**src/rtl/dot_entry_consts.svh**
```systemverilog
`ifndef DOT_ENTRY_CONSTS_SVH
`define DOT_ENTRY_CONSTS_SVH

// ----------------------------------------
// Vector and word geometry
// ----------------------------------------
`define DOT_ELEMS       8
`define DOT_WORD_W      16
`define DOT_NIB_W       4
`define DOT_NIBS        4
`define DOT_SEG_W       8

// ----------------------------------------
// Front panel values
// ----------------------------------------
// Tracker with no element under entry
`define DOT_TRACK_IDLE  8'hFF
// Word shown before the first trigger
`define DOT_SPLASH      16'h172E

// Phase codes seen by the host
`define DOT_COMM_START  4'h1
`define DOT_COMM_LOAD_A 4'h2
`define DOT_COMM_LOAD_B 4'h4
`define DOT_COMM_DONE   4'h8

`endif
```
**src/rtl/dot_entry_pkg.sv**
```systemverilog
`default_nettype none

`include "dot_entry_consts.svh"

package dot_entry_pkg;

	// Sequencer phases in visiting order
	typedef enum logic [2:0] {
		PH_START,
		PH_LOAD_A,
		PH_WAIT_B,
		PH_LOAD_B,
		PH_WAIT_MAC,
		PH_MAC,
		PH_DONE
	} phase_e;

	typedef logic [`DOT_WORD_W-1:0]        word_t;
	typedef logic [`DOT_NIB_W-1:0]         nibble_t;
	typedef logic [$clog2(`DOT_ELEMS)-1:0] elem_idx_t;
	typedef logic [`DOT_SEG_W-1:0]         seg_t;      // Active low, bit 7 is the point

endpackage

`default_nettype wire

```
**src/rtl/dot_entry_top.sv**
```systemverilog
`timescale 1ns/10ps
`default_nettype none

module dot_entry_top
	import dot_entry_pkg::*;
(
	input  logic       clk2,
	input  logic       rst,
	input  logic       next_trigger,
	input  logic       key_valid,
	input  nibble_t    key_nibble,
	output logic [3:0] phase_code,
	output logic [7:0] tracker,
	output seg_t       seg0,
	output seg_t       seg1,
	output seg_t       seg2,
	output seg_t       seg3,
	output word_t      dot_result
);

	localparam int NBANKS = 2;    // Bank 0 holds A, bank 1 holds B

	logic [NBANKS-1:0] bank_we;
	elem_idx_t         wr_addr;
	elem_idx_t         rd_addr;
	word_t             wr_data;
	word_t             rd_data [NBANKS];
	logic              mac_start;
	logic              mac_done;
	word_t             disp_word;

	entry_sequencer seq_i (
		.clk2         (clk2),
		.rst          (rst),
		.next_trigger (next_trigger),
		.key_valid    (key_valid),
		.key_nibble   (key_nibble),
		.mac_done     (mac_done),
		.mac_sum      (dot_result),
		.bank_we      (bank_we),
		.wr_addr      (wr_addr),
		.wr_data      (wr_data),
		.mac_start    (mac_start),
		.disp_word    (disp_word),
		.phase_code   (phase_code),
		.tracker      (tracker)
	);

	// ----------------------------------------
	// Operand banks
	// ----------------------------------------
	for (genvar g = 0; g < NBANKS; g++) begin : g_bank
		vector_bank bank_i (
			.clk2    (clk2),
			.rst     (rst),
			.we      (bank_we[g]),
			.wr_addr (wr_addr),
			.wr_data (wr_data),
			.rd_addr (rd_addr),
			.rd_data (rd_data[g])
		);
	end

	mac_engine mac_i (
		.clk2      (clk2),
		.rst       (rst),
		.mac_start (mac_start),
		.a_data    (rd_data[0]),
		.b_data    (rd_data[1]),
		.rd_addr   (rd_addr),
		.mac_done  (mac_done),
		.mac_sum   (dot_result)
	);

	hex_display disp_i (
		.disp_word (disp_word),
		.seg0      (seg0),
		.seg1      (seg1),
		.seg2      (seg2),
		.seg3      (seg3)
	);

endmodule

`default_nettype wire

```
**src/rtl/hex_display.sv**
```systemverilog
`timescale 1ns/10ps
`default_nettype none

module hex_display
	import dot_entry_pkg::*;
(
	input  word_t disp_word,
	output seg_t  seg0,
	output seg_t  seg1,
	output seg_t  seg2,
	output seg_t  seg3
);

	// Active-low segments, decimal point kept dark
	function automatic seg_t seg_of(nibble_t nib);
		case (nib)
			4'h0: seg_of = 8'hC0;
			4'h1: seg_of = 8'hF9;
			4'h2: seg_of = 8'hA4;
			4'h3: seg_of = 8'hB0;
			4'h4: seg_of = 8'h99;
			4'h5: seg_of = 8'h92;
			4'h6: seg_of = 8'h82;
			4'h7: seg_of = 8'hF8;
			4'h8: seg_of = 8'h80;
			4'h9: seg_of = 8'h98;
			4'hA: seg_of = 8'h88;
			4'hB: seg_of = 8'h83;
			4'hC: seg_of = 8'hC6;
			4'hD: seg_of = 8'hA1;
			4'hE: seg_of = 8'h86;
			4'hF: seg_of = 8'h8E;
			default: seg_of = 8'hC0;
		endcase
	endfunction

	assign seg0 = seg_of(disp_word[3:0]);      // Rightmost digit
	assign seg1 = seg_of(disp_word[7:4]);
	assign seg2 = seg_of(disp_word[11:8]);
	assign seg3 = seg_of(disp_word[15:12]);

endmodule

`default_nettype wire

```
**src/rtl/mac_engine.sv**
```systemverilog
`timescale 1ns/10ps
`default_nettype none

`include "dot_entry_consts.svh"

module mac_engine
	import dot_entry_pkg::*;
(
	input  logic      clk2,
	input  logic      rst,
	input  logic      mac_start,
	input  word_t     a_data,
	input  word_t     b_data,
	output elem_idx_t rd_addr,
	output logic      mac_done,
	output word_t     mac_sum
);

	localparam elem_idx_t LAST_ELEM = elem_idx_t'(`DOT_ELEMS - 1);

	logic  reading;
	word_t prod_full;
	word_t prod;
	logic  prod_valid;
	logic  prod_last;

	assign prod_full = a_data * b_data;    // Only the low half reaches the sum

	// ----------------------------------------
	// Read counter
	// ----------------------------------------
	always_ff @(posedge clk2 or posedge rst) begin
		if (rst) begin
			reading <= 1'b0;
			rd_addr <= '0;
		end else if (mac_start) begin
			reading <= 1'b1;
			rd_addr <= '0;
		end else if (reading) begin
			rd_addr <= rd_addr + 1'b1;
			if (rd_addr == LAST_ELEM)
				reading <= 1'b0;
		end
	end

	// Stage 1, product register
	always_ff @(posedge clk2 or posedge rst) begin
		if (rst) begin
			prod_valid <= 1'b0;
			prod_last  <= 1'b0;
		end else begin
			prod_valid <= reading;
			prod_last  <= reading && (rd_addr == LAST_ELEM);
		end
	end

	always_ff @(posedge clk2) begin
		prod <= prod_full;
	end

	// Stage 2, accumulator
	always_ff @(posedge clk2 or posedge rst) begin
		if (rst) begin
			mac_sum  <= '0;
			mac_done <= 1'b0;
		end else begin
			mac_done <= prod_valid && prod_last;
			if (mac_start)
				mac_sum <= '0;
			else if (prod_valid)
				mac_sum <= mac_sum + prod;    // Wraps modulo 2^16
		end
	end

endmodule

`default_nettype wire

```
**src/rtl/vector_bank.sv**
```systemverilog
`timescale 1ns/10ps
`default_nettype none

`include "dot_entry_consts.svh"

module vector_bank
	import dot_entry_pkg::*;
(
	input  logic      clk2,
	input  logic      rst,
	input  logic      we,
	input  elem_idx_t wr_addr,
	input  word_t     wr_data,
	input  elem_idx_t rd_addr,
	output word_t     rd_data
);

	word_t mem [`DOT_ELEMS];

	// Write port
	always_ff @(posedge clk2 or posedge rst) begin
		if (rst) begin
			for (int i = 0; i < `DOT_ELEMS; i++) begin
				mem[i] <= '0;
			end
		end else if (we) begin
			mem[wr_addr] <= wr_data;
		end
	end

	assign rd_data = mem[rd_addr];    // Same-cycle read for the MAC pass

endmodule

`default_nettype wire

```
**src/rtl/entry_sequencer.sv**
```systemverilog
`timescale 1ns/10ps
`default_nettype none

`include "dot_entry_consts.svh"

module entry_sequencer
	import dot_entry_pkg::*;
(
	input  logic                  clk2,
	input  logic                  rst,
	input  logic                  next_trigger,
	input  logic                  key_valid,
	input  nibble_t               key_nibble,
	input  logic                  mac_done,
	input  word_t                 mac_sum,
	output logic [1:0]            bank_we,
	output elem_idx_t             wr_addr,
	output word_t                 wr_data,
	output logic                  mac_start,
	output word_t                 disp_word,
	output logic [3:0]            phase_code,
	output logic [`DOT_ELEMS-1:0] tracker
);

	typedef logic [$clog2(`DOT_NIBS)-1:0] nib_cnt_t;

	localparam nib_cnt_t  LAST_NIB  = nib_cnt_t'(`DOT_NIBS - 1);
	localparam elem_idx_t LAST_ELEM = elem_idx_t'(`DOT_ELEMS - 1);

	phase_e    phase;
	phase_e    phase_nxt;
	nib_cnt_t  nib_cnt;
	nib_cnt_t  nib_nxt;
	elem_idx_t elem_cnt;
	elem_idx_t elem_nxt;
	word_t     word_buf;
	word_t     buf_nxt;
	word_t     disp_nxt;
	word_t     asm_word;
	logic      load_phase;
	logic      word_done;

	function automatic logic [`DOT_ELEMS-1:0] track_of(phase_e ph, elem_idx_t idx);
		if (ph == PH_LOAD_A || ph == PH_LOAD_B)
			return ~(`DOT_ELEMS'(1) << idx);
		return `DOT_TRACK_IDLE;
	endfunction

	// ----------------------------------------
	// Word assembly and bank write
	// ----------------------------------------
	assign load_phase = (phase == PH_LOAD_A) || (phase == PH_LOAD_B);
	assign word_done  = load_phase && key_valid && (nib_cnt == LAST_NIB);

	always_comb begin
		asm_word = word_buf;
		asm_word[nib_cnt*`DOT_NIB_W +: `DOT_NIB_W] = key_nibble;
	end

	assign bank_we[0] = word_done && (phase == PH_LOAD_A);
	assign bank_we[1] = word_done && (phase == PH_LOAD_B);
	assign wr_addr    = elem_cnt;
	assign wr_data    = asm_word;

	// ----------------------------------------
	// Phase FSM
	// ----------------------------------------
	always_comb begin
		phase_nxt = phase;
		nib_nxt   = nib_cnt;
		elem_nxt  = elem_cnt;
		buf_nxt   = word_buf;
		disp_nxt  = disp_word;
		case (phase)
			PH_START, PH_WAIT_B: begin
				if (next_trigger) begin
					phase_nxt = (phase == PH_START) ? PH_LOAD_A : PH_LOAD_B;
					nib_nxt   = '0;
					elem_nxt  = '0;
					buf_nxt   = '0;
					disp_nxt  = '0;      // Fresh element
				end
			end
			PH_LOAD_A, PH_LOAD_B: begin
				if (key_valid) begin
					disp_nxt = asm_word;
					if (word_done) begin
						nib_nxt  = '0;
						buf_nxt  = '0;
						elem_nxt = elem_cnt + 1'b1;
						if (elem_cnt == LAST_ELEM)
							phase_nxt = (phase == PH_LOAD_A) ? PH_WAIT_B : PH_WAIT_MAC;
					end else begin
						nib_nxt = nib_cnt + 1'b1;
						buf_nxt = asm_word;
					end
				end
			end
			PH_WAIT_MAC: if (next_trigger) phase_nxt = PH_MAC;
			PH_MAC: begin
				if (mac_done) begin
					phase_nxt = PH_DONE;
					disp_nxt  = mac_sum;
				end
			end
			PH_DONE: phase_nxt = PH_DONE;    // Held until reset
			default: phase_nxt = PH_START;
		endcase
	end

	always_ff @(posedge clk2 or posedge rst) begin
		if (rst) begin
			phase     <= PH_START;
			nib_cnt   <= '0;
			elem_cnt  <= '0;
			word_buf  <= '0;
			disp_word <= `DOT_SPLASH;
			tracker   <= `DOT_TRACK_IDLE;
			mac_start <= 1'b0;
		end else begin
			phase     <= phase_nxt;
			nib_cnt   <= nib_nxt;
			elem_cnt  <= elem_nxt;
			word_buf  <= buf_nxt;
			disp_word <= disp_nxt;
			tracker   <= track_of(phase_nxt, elem_nxt);
			mac_start <= (phase == PH_WAIT_MAC) && next_trigger;   // One pulse on entry to PH_MAC
		end
	end

	always_comb begin
		case (phase)
			PH_START:               phase_code = `DOT_COMM_START;
			PH_LOAD_A, PH_WAIT_B:   phase_code = `DOT_COMM_LOAD_A;
			PH_LOAD_B, PH_WAIT_MAC: phase_code = `DOT_COMM_LOAD_B;
			PH_DONE:                phase_code = `DOT_COMM_DONE;
			default:                phase_code = 4'h0;
		endcase
	end

endmodule

`default_nettype wire

```
**config.mk**
```make
export PLATFORM = sky130hd
export DESIGN_NAME = dot_entry_top
export DESIGN_NICKNAME = d
export VERILOG_FILES = /design/src/rtl/dot_entry_pkg.sv /design/src/rtl/dot_entry_top.sv /design/src/rtl/hex_display.sv /design/src/rtl/mac_engine.sv /design/src/rtl/vector_bank.sv /design/src/rtl/entry_sequencer.sv
export VERILOG_INCLUDE_DIRS = /design/src /design/src/rtl
export SDC_FILE = /design/constraint.sdc
export NUM_CORES = 1
export LEC_CHECK = 0
export ABC_AREA = 1
export BUFFER_PORTS_ARGS = -buffer_cell sky130_fd_sc_hd__buf_4
export CAP_MARGIN = 20
export CORE_ASPECT_RATIO = 1.2
export CORE_MARGIN = 4
export CORE_UTILIZATION = 47
export CTS_CLUSTER_SIZE = 28
export DETAILED_ROUTE_END_ITERATION = 8
export SETUP_SLACK_MARGIN = 0.15
export SLEW_MARGIN = 5
export SYNTH_ARGS = -nofsm -noshare
export SYNTH_HDL_FRONTEND = slang
export SYNTH_HIERARCHICAL = 1
export SYNTH_SLANG_ARGS = --single-unit
```
**constraint.sdc**
```tcl
create_clock -name clk2 -period 7.7 [get_ports clk2]
set_input_delay 0.77 -clock clk2 [delete_from_list [all_inputs] [get_ports clk2]]
set_output_delay 0.77 -clock clk2 [all_outputs]
set_load 0.02 [all_outputs]
```
Word-level counts from Yosys, hierarchy flattened

Memories as Yosys holds them, arrays and structs flattened.
Index checks and enable logic that the tools add are counted.

Register bits after elaboration: 344
Memory bits (read-only): 448
Memories: 4
Output and inout port bits: 60
Word-level logic and storage cells: 130
Bits of input ports: 8

Memories:

| memory          | words | width | rd ports | clocked after memory_dff | wr ports | RTL line          | text |
|---|---|---|---|---|---|---|---|
| (no name shown) | 16    | 7     | 1        | 0                        | 0        | hex_display.sv:16 | `case (nib)` |
| (no name shown) | 16    | 7     | 1        | 0                        | 0        | hex_display.sv:16 |  |
| (no name shown) | 16    | 7     | 1        | 0                        | 0        | hex_display.sv:16 |  |
| (no name shown) | 16    | 7     | 1        | 0                        | 0        | hex_display.sv:16 |  |

Multiply operators: 1
Bitwise gates (word level): 3
$add $sub $neg: 5
Equality and inequality tests: 14
Muxes and demuxes: 46
Reduce and logical (&&, ||, !) cells: 21
Shift operators: 3
$lt $le $gt $ge: 3

Operators with widths:

| cell                    | number |
|---|---|
| $bwmux 128              | 2 |
| $mux 16                 | 12 |
| $bmux 16 s3             | 2 |
| $demux 16 s3            | 1 |
| $pmux 16 s3             | 1 |
| $mux 3                  | 12 |
| $neg 4->34              | 1 |
| $shift 4x34->16 const A | 1 |
| $shiftx 4x34->16        | 1 |
| $pmux 16 s2             | 1 |
| $add 16x16->16          | 1 |
| $bwmux 16               | 1 |
| $mul 16x16->16          | 1 |
| $mux 8                  | 2 |
| $pmux 4 s4              | 1 |
| $eq 3x3->1 const B      | 5 |
| $pmux 3 s5              | 1 |
| $eq 3x2->1 const B      | 3 |
| $ge 4x4->1 const B      | 2 |
| $logic_and 1x1->1       | 8 |
| $mux 2                  | 4 |
| $not 3->4               | 2 |
| $not 8->8               | 1 |
| $reduce_or 2->1         | 4 |
| 17 further kinds        | 26 |

Logic depth before layout (Yosys ltp)

Depth in word-level cells: 11
Gate-level depth with buffers: 34
Gate-level depth less buffers: 31

Cells and area by module

Netlist, hierarchy kept.

Modules (own cells, without submodules):

| module          | cells each | area an instance (um^2) | seq. area each (um^2) | instances |
|---|---|---|---|---|
| vector_bank     | 868        | 6291.0                  | 3203.1                | 2 |
| mac_engine      | 888        | 6308.6                  | 895.9                 | 1 |
| entry_sequencer | 304        | 2487.4                  | 1246.2                | 1 |
| hex_display     | 203        | 1094.8                  | 0.0                   | 1 |

Worst setup path after synthesis

No wires, ideal clock.

Path type: flip-flop to flip-flop
Start point: register mac_i.rd_addr[0]
End point: register mac_i.prod[13]
Library setup time: 0.072 ns
Cell stages (with the launch flop): 29
Path buffers: 2
Required time: 7.628 ns
Arrival time: 5.619 ns
Clock period less this slack: 5.690 ns
Path slack: 2.010 ns
Path through: dfrtp_1 -> inv_2 -> clkbuf_1 -> nand2_1 -> nand3_1 -> nand2_1 -> nand2_1 -> nand2_1 -> clkbuf_1 -> nand2_1 -> inv_1 -> fa_1 -> inv_1 -> fa_1 -> inv_1 -> fa_1 -> ha_1 -> fa_1 -> inv_1 -> fa_1 -> inv_1 -> ha_1 -> a21o_1 -> a21oi_1 -> nand2_1 -> nand2_1 -> nand2_1 -> a21oi_1 -> xor2_1

RTL lines:

| element                  | RTL line         | text |
|---|---|---|
| start: declaration       | mac_engine.sv:14 | `output elem_idx_t rd_addr,` |
| start signal: assignment | mac_engine.sv:40 | `rd_addr <= rd_addr + 1'b1;` |
| end signal: assignment   | mac_engine.sv:58 | `prod <= prod_full;` |
| end: declaration         | mac_engine.sv:23 | `word_t prod;` |

==> flow_summary.toml <==
[drt]
drc = 0
post_drt_via_cell_ratio = 5.046
wl_met3_mm = 2.556
vias = 19180
wl_met1_mm = 26.18
routed.top_layer = "met4"
drtIter0Drc = 1448
antenna_left = 0
drtPass1Iterations = 5
detail_route.wl_per_cell_um = 15.93
met2_length_mm = 29.65
wl_mm = 60.54

[clock_tree]
cts_tree = "yes"
ctsHoldBuffers = 0
clk_pin_slew_worst_paths_ns = 0.06
cts_buffer_depth = 3
root_buffer = "clkbuf_16"
htreeDepth = 2
cts_sinks = 344
cts_setup_buffers = 0
cts_buffers = 39
clock_latency_ns = 0.56
cts_resized = 0

[sta]
finalSetupViolations = 0
hold_violations = 0
rsz0062_at_grt = "no"
worst_pin_slew_ns = 1.156
timing.hold.ws_ns = 0.2859
drv_slew = 0
period_needed_ns = 6.878
fmax_ghz = 0.1454
finalClockSkew_ns = 0.01340
tns_ns = 0
timing.final.crit_share_pct = 89.33
slew_headroom_pct = 22.94

[synth]
syn-cell-area_um2 = 22470
ys_warn_count = 6
yosysTopAreaCell = "dfrtp_1"
ys_types = 45
synth_area_leaders = "dfrtp_1 35%, nand2_1 19%, inv_1 10%"
synth_async_sr_flop_share_pct = 95.35
dominantRegCellSynth = "dfrtp_1"
netlist.area_leader.share_pct = 34.74
netlist_instances = 3131
avgSynthCellArea_um2 = 7.178
ys_ff_latch = 344
seq_area_frac_synth_pct = 38.04
synth_edf_count = 0

[worst_setup_path]
critPathArrivalTime_ns = 7.37
crit_path_max_incr_delay_ns = 0.70
start_kind = "register"
r2r_start = "mac_i/rd_addr[0]"
r2r_cells = 25
crit_required_ns = 8.19
criticalPathCategory = "reg -> reg"
crit_family = "adder cells"
cp_common_cell = "nand2_1"
crit_path_end_kind = "register"
reg2reg_slack_ns = 0.82
cp_max_fo = 49
reg2reg_to = "mac_i/prod[13]"
crit_buf_inv = 5
crit_path_top_delay_cell = "inv_2"

[layout]
nets = 3335
syn2layout_area_growth_pct = 9.883
drive_above_1_share_pct = 7.458
diodes = 0

[grt]
grt_pass1_wl_mm = 99.44
grt_max_degree = 106
track_usage_pct = 23.76
grt_pass1_vias = 18900
antenna_found_initial = 0
overflow = 0

[power_and_ir_drop]
ir_drop_mv = 0.1133
power_density_nw_per_um2 = 149.1
p_leak_nw = 13.50

[floorplanning]
chipHeight_um = 247.5
coreArea_um2 = 47130
io_pins = 68
start_util_pct = 47.68
row_count = 87
die_w_um = 207.6
die-area_um2 = 51390

[worst_hold_path]
hp-class = "in -> async"

[placement]
hpwl_mm = 42.31
gp_congestion = 0.9101
portBuffers = 63

[run]
maxCapViolations = 0

[status]
status = "finished, final reports clean"
Yosys cell counts, drive strengths merged (42+ instances only):
cell type / n
fa: 81
a21oi: 66
clkbuf: 42
nand3: 222
nor2: 72
o21ai: 298
inv: 617
buf: 94
dfrtp: 312
nand2: 1130
ha: 97
cell type report:
type / count / area, µm²
inverter: 617 / 2321
multi-input combinational: 2037 / 10900
clock buffer: 62 / 1114
sequential: 344 / 8553
timing repair buffer: 110 / 914.6
tap: 623 / 779.5
clock inverter: 8 / 107.6
fill: 4602 / 22440
worst register-to-register path, stage by stage (launching register included):
cell     delay (ns)
dfrtp_4        0.64
inv_2          0.71
buf_4          0.34
nand2_1        0.09
nand3_1        0.08
nand2_1        0.06
nand2_1        0.06
nand2_1        0.44
nand2_1        0.24
fa_1           0.46
fa_1           0.49
inv_1          0.05
fa_1           0.45
ha_1           0.33
fa_1           0.54
inv_1          0.05
fa_1           0.53
inv_1          0.04
ha_1           0.35
a21o_1         0.20
a21oi_1        0.16
nand2_1        0.11
nand2_1        0.07
nand2_1        0.05
a21oi_1        0.15
xor2_1         0.14
placed cells by master, fill, tap and decap left out, drive strengths merged:
cell type,n
o21bai,1
nand2b,1
a21boi,1
clkinvlp,1
fa,81
nor3,8
nand3b,2
bufinv,2
dfxtp,16
or2,1
ha,97
xor2,12
o21ai,298
a21oi,66
o21a,3
inv,618
xnor2,3
nand2,1130
a31oi,2
conb,4
o22ai,15
a21o,2
clkbuf,62
dfstp,16
dfrtp,312
a32o,3
nor2,72
a22o,2
nand3,222
nand4,10
buf,110
o211ai,1
clkinv,4
metrics by stage:
step | util, % | total power, mW | setup slack, ns | instances | cell area (µm²)
after CTS | 52.22 | 3.730 | 0.8444 | 3797 | 24610
after floorplan | - | 1.874 | 2.010 | 3134 | 22480
final | 52.39 | 3.682 | 0.8218 | 3801 | 24690
after global routing | 52.39 | 3.812 | 0.3543 | 3801 | 24690
after detailed placement | 49.62 | 1.895 | 0.8544 | 3727 | 23390
after global placement | 49.53 | 1.895 | 0.9458 | 3724 | 23340
kinds of logic after synthesis:
group           Yosys count  synth area share (%)
buf+inv                 753                 13.49
flops                   344                 38.04
other cells               1               0.01669
simple gates           1446                 26.15
compound gates          394                 9.109
fa+ha+maj               178                 12.62
xor+xnor                 15                0.5846
registers in the layout (all words and copies together) (netlist names), 2 cells and up:
| signal | count |
|---|---|
| g_bank.bank_i/mem | 256 |
| mac_i/mac_sum | 16 |
| mac_i/prod | 16 |
| mac_i/rd_addr | 3 |
| seq_i/disp_word | 16 |
| seq_i/nib_cnt | 2 |
| seq_i/phase | 3 |
| seq_i/tracker | 8 |
| seq_i/word_buf | 16 |
| seq_i/wr_addr | 3 |
metal layers:
layer  up-vias  track usage [%]
met1      9136            29.99
met3       102            2.592
li1       9508                -
met4         0            9.005
met5         -                0
met2       434            42.42
worst max-delay path by stage:
stage	cells past startpoint	endpoint	from	slack [ns]
final	25	mac_i/prod[13]	mac_i/rd_addr[0]	0.82
after global routing	27	mac_i/prod[13]	mac_i/rd_addr[0]	0.35
after CTS	25	mac_i/prod[13]	mac_i/rd_addr[0]	0.84
after detailed placement	25	mac_i/prod[13]	mac_i/rd_addr[0]	0.85
after global placement	25	mac_i/prod[14]	mac_i/rd_addr[0]	0.95
after floorplan	28	mac_i/prod[13]	mac_i/rd_addr[0]	2.01
report_power, final:
group	switching, mW	internal, mW	total [mW]
clock	0.758	1.06	1.82
combinational	0.0477	0.00755	0.0553
sequential	0	1.81	1.81
Power figures use the tool's default switching activity.
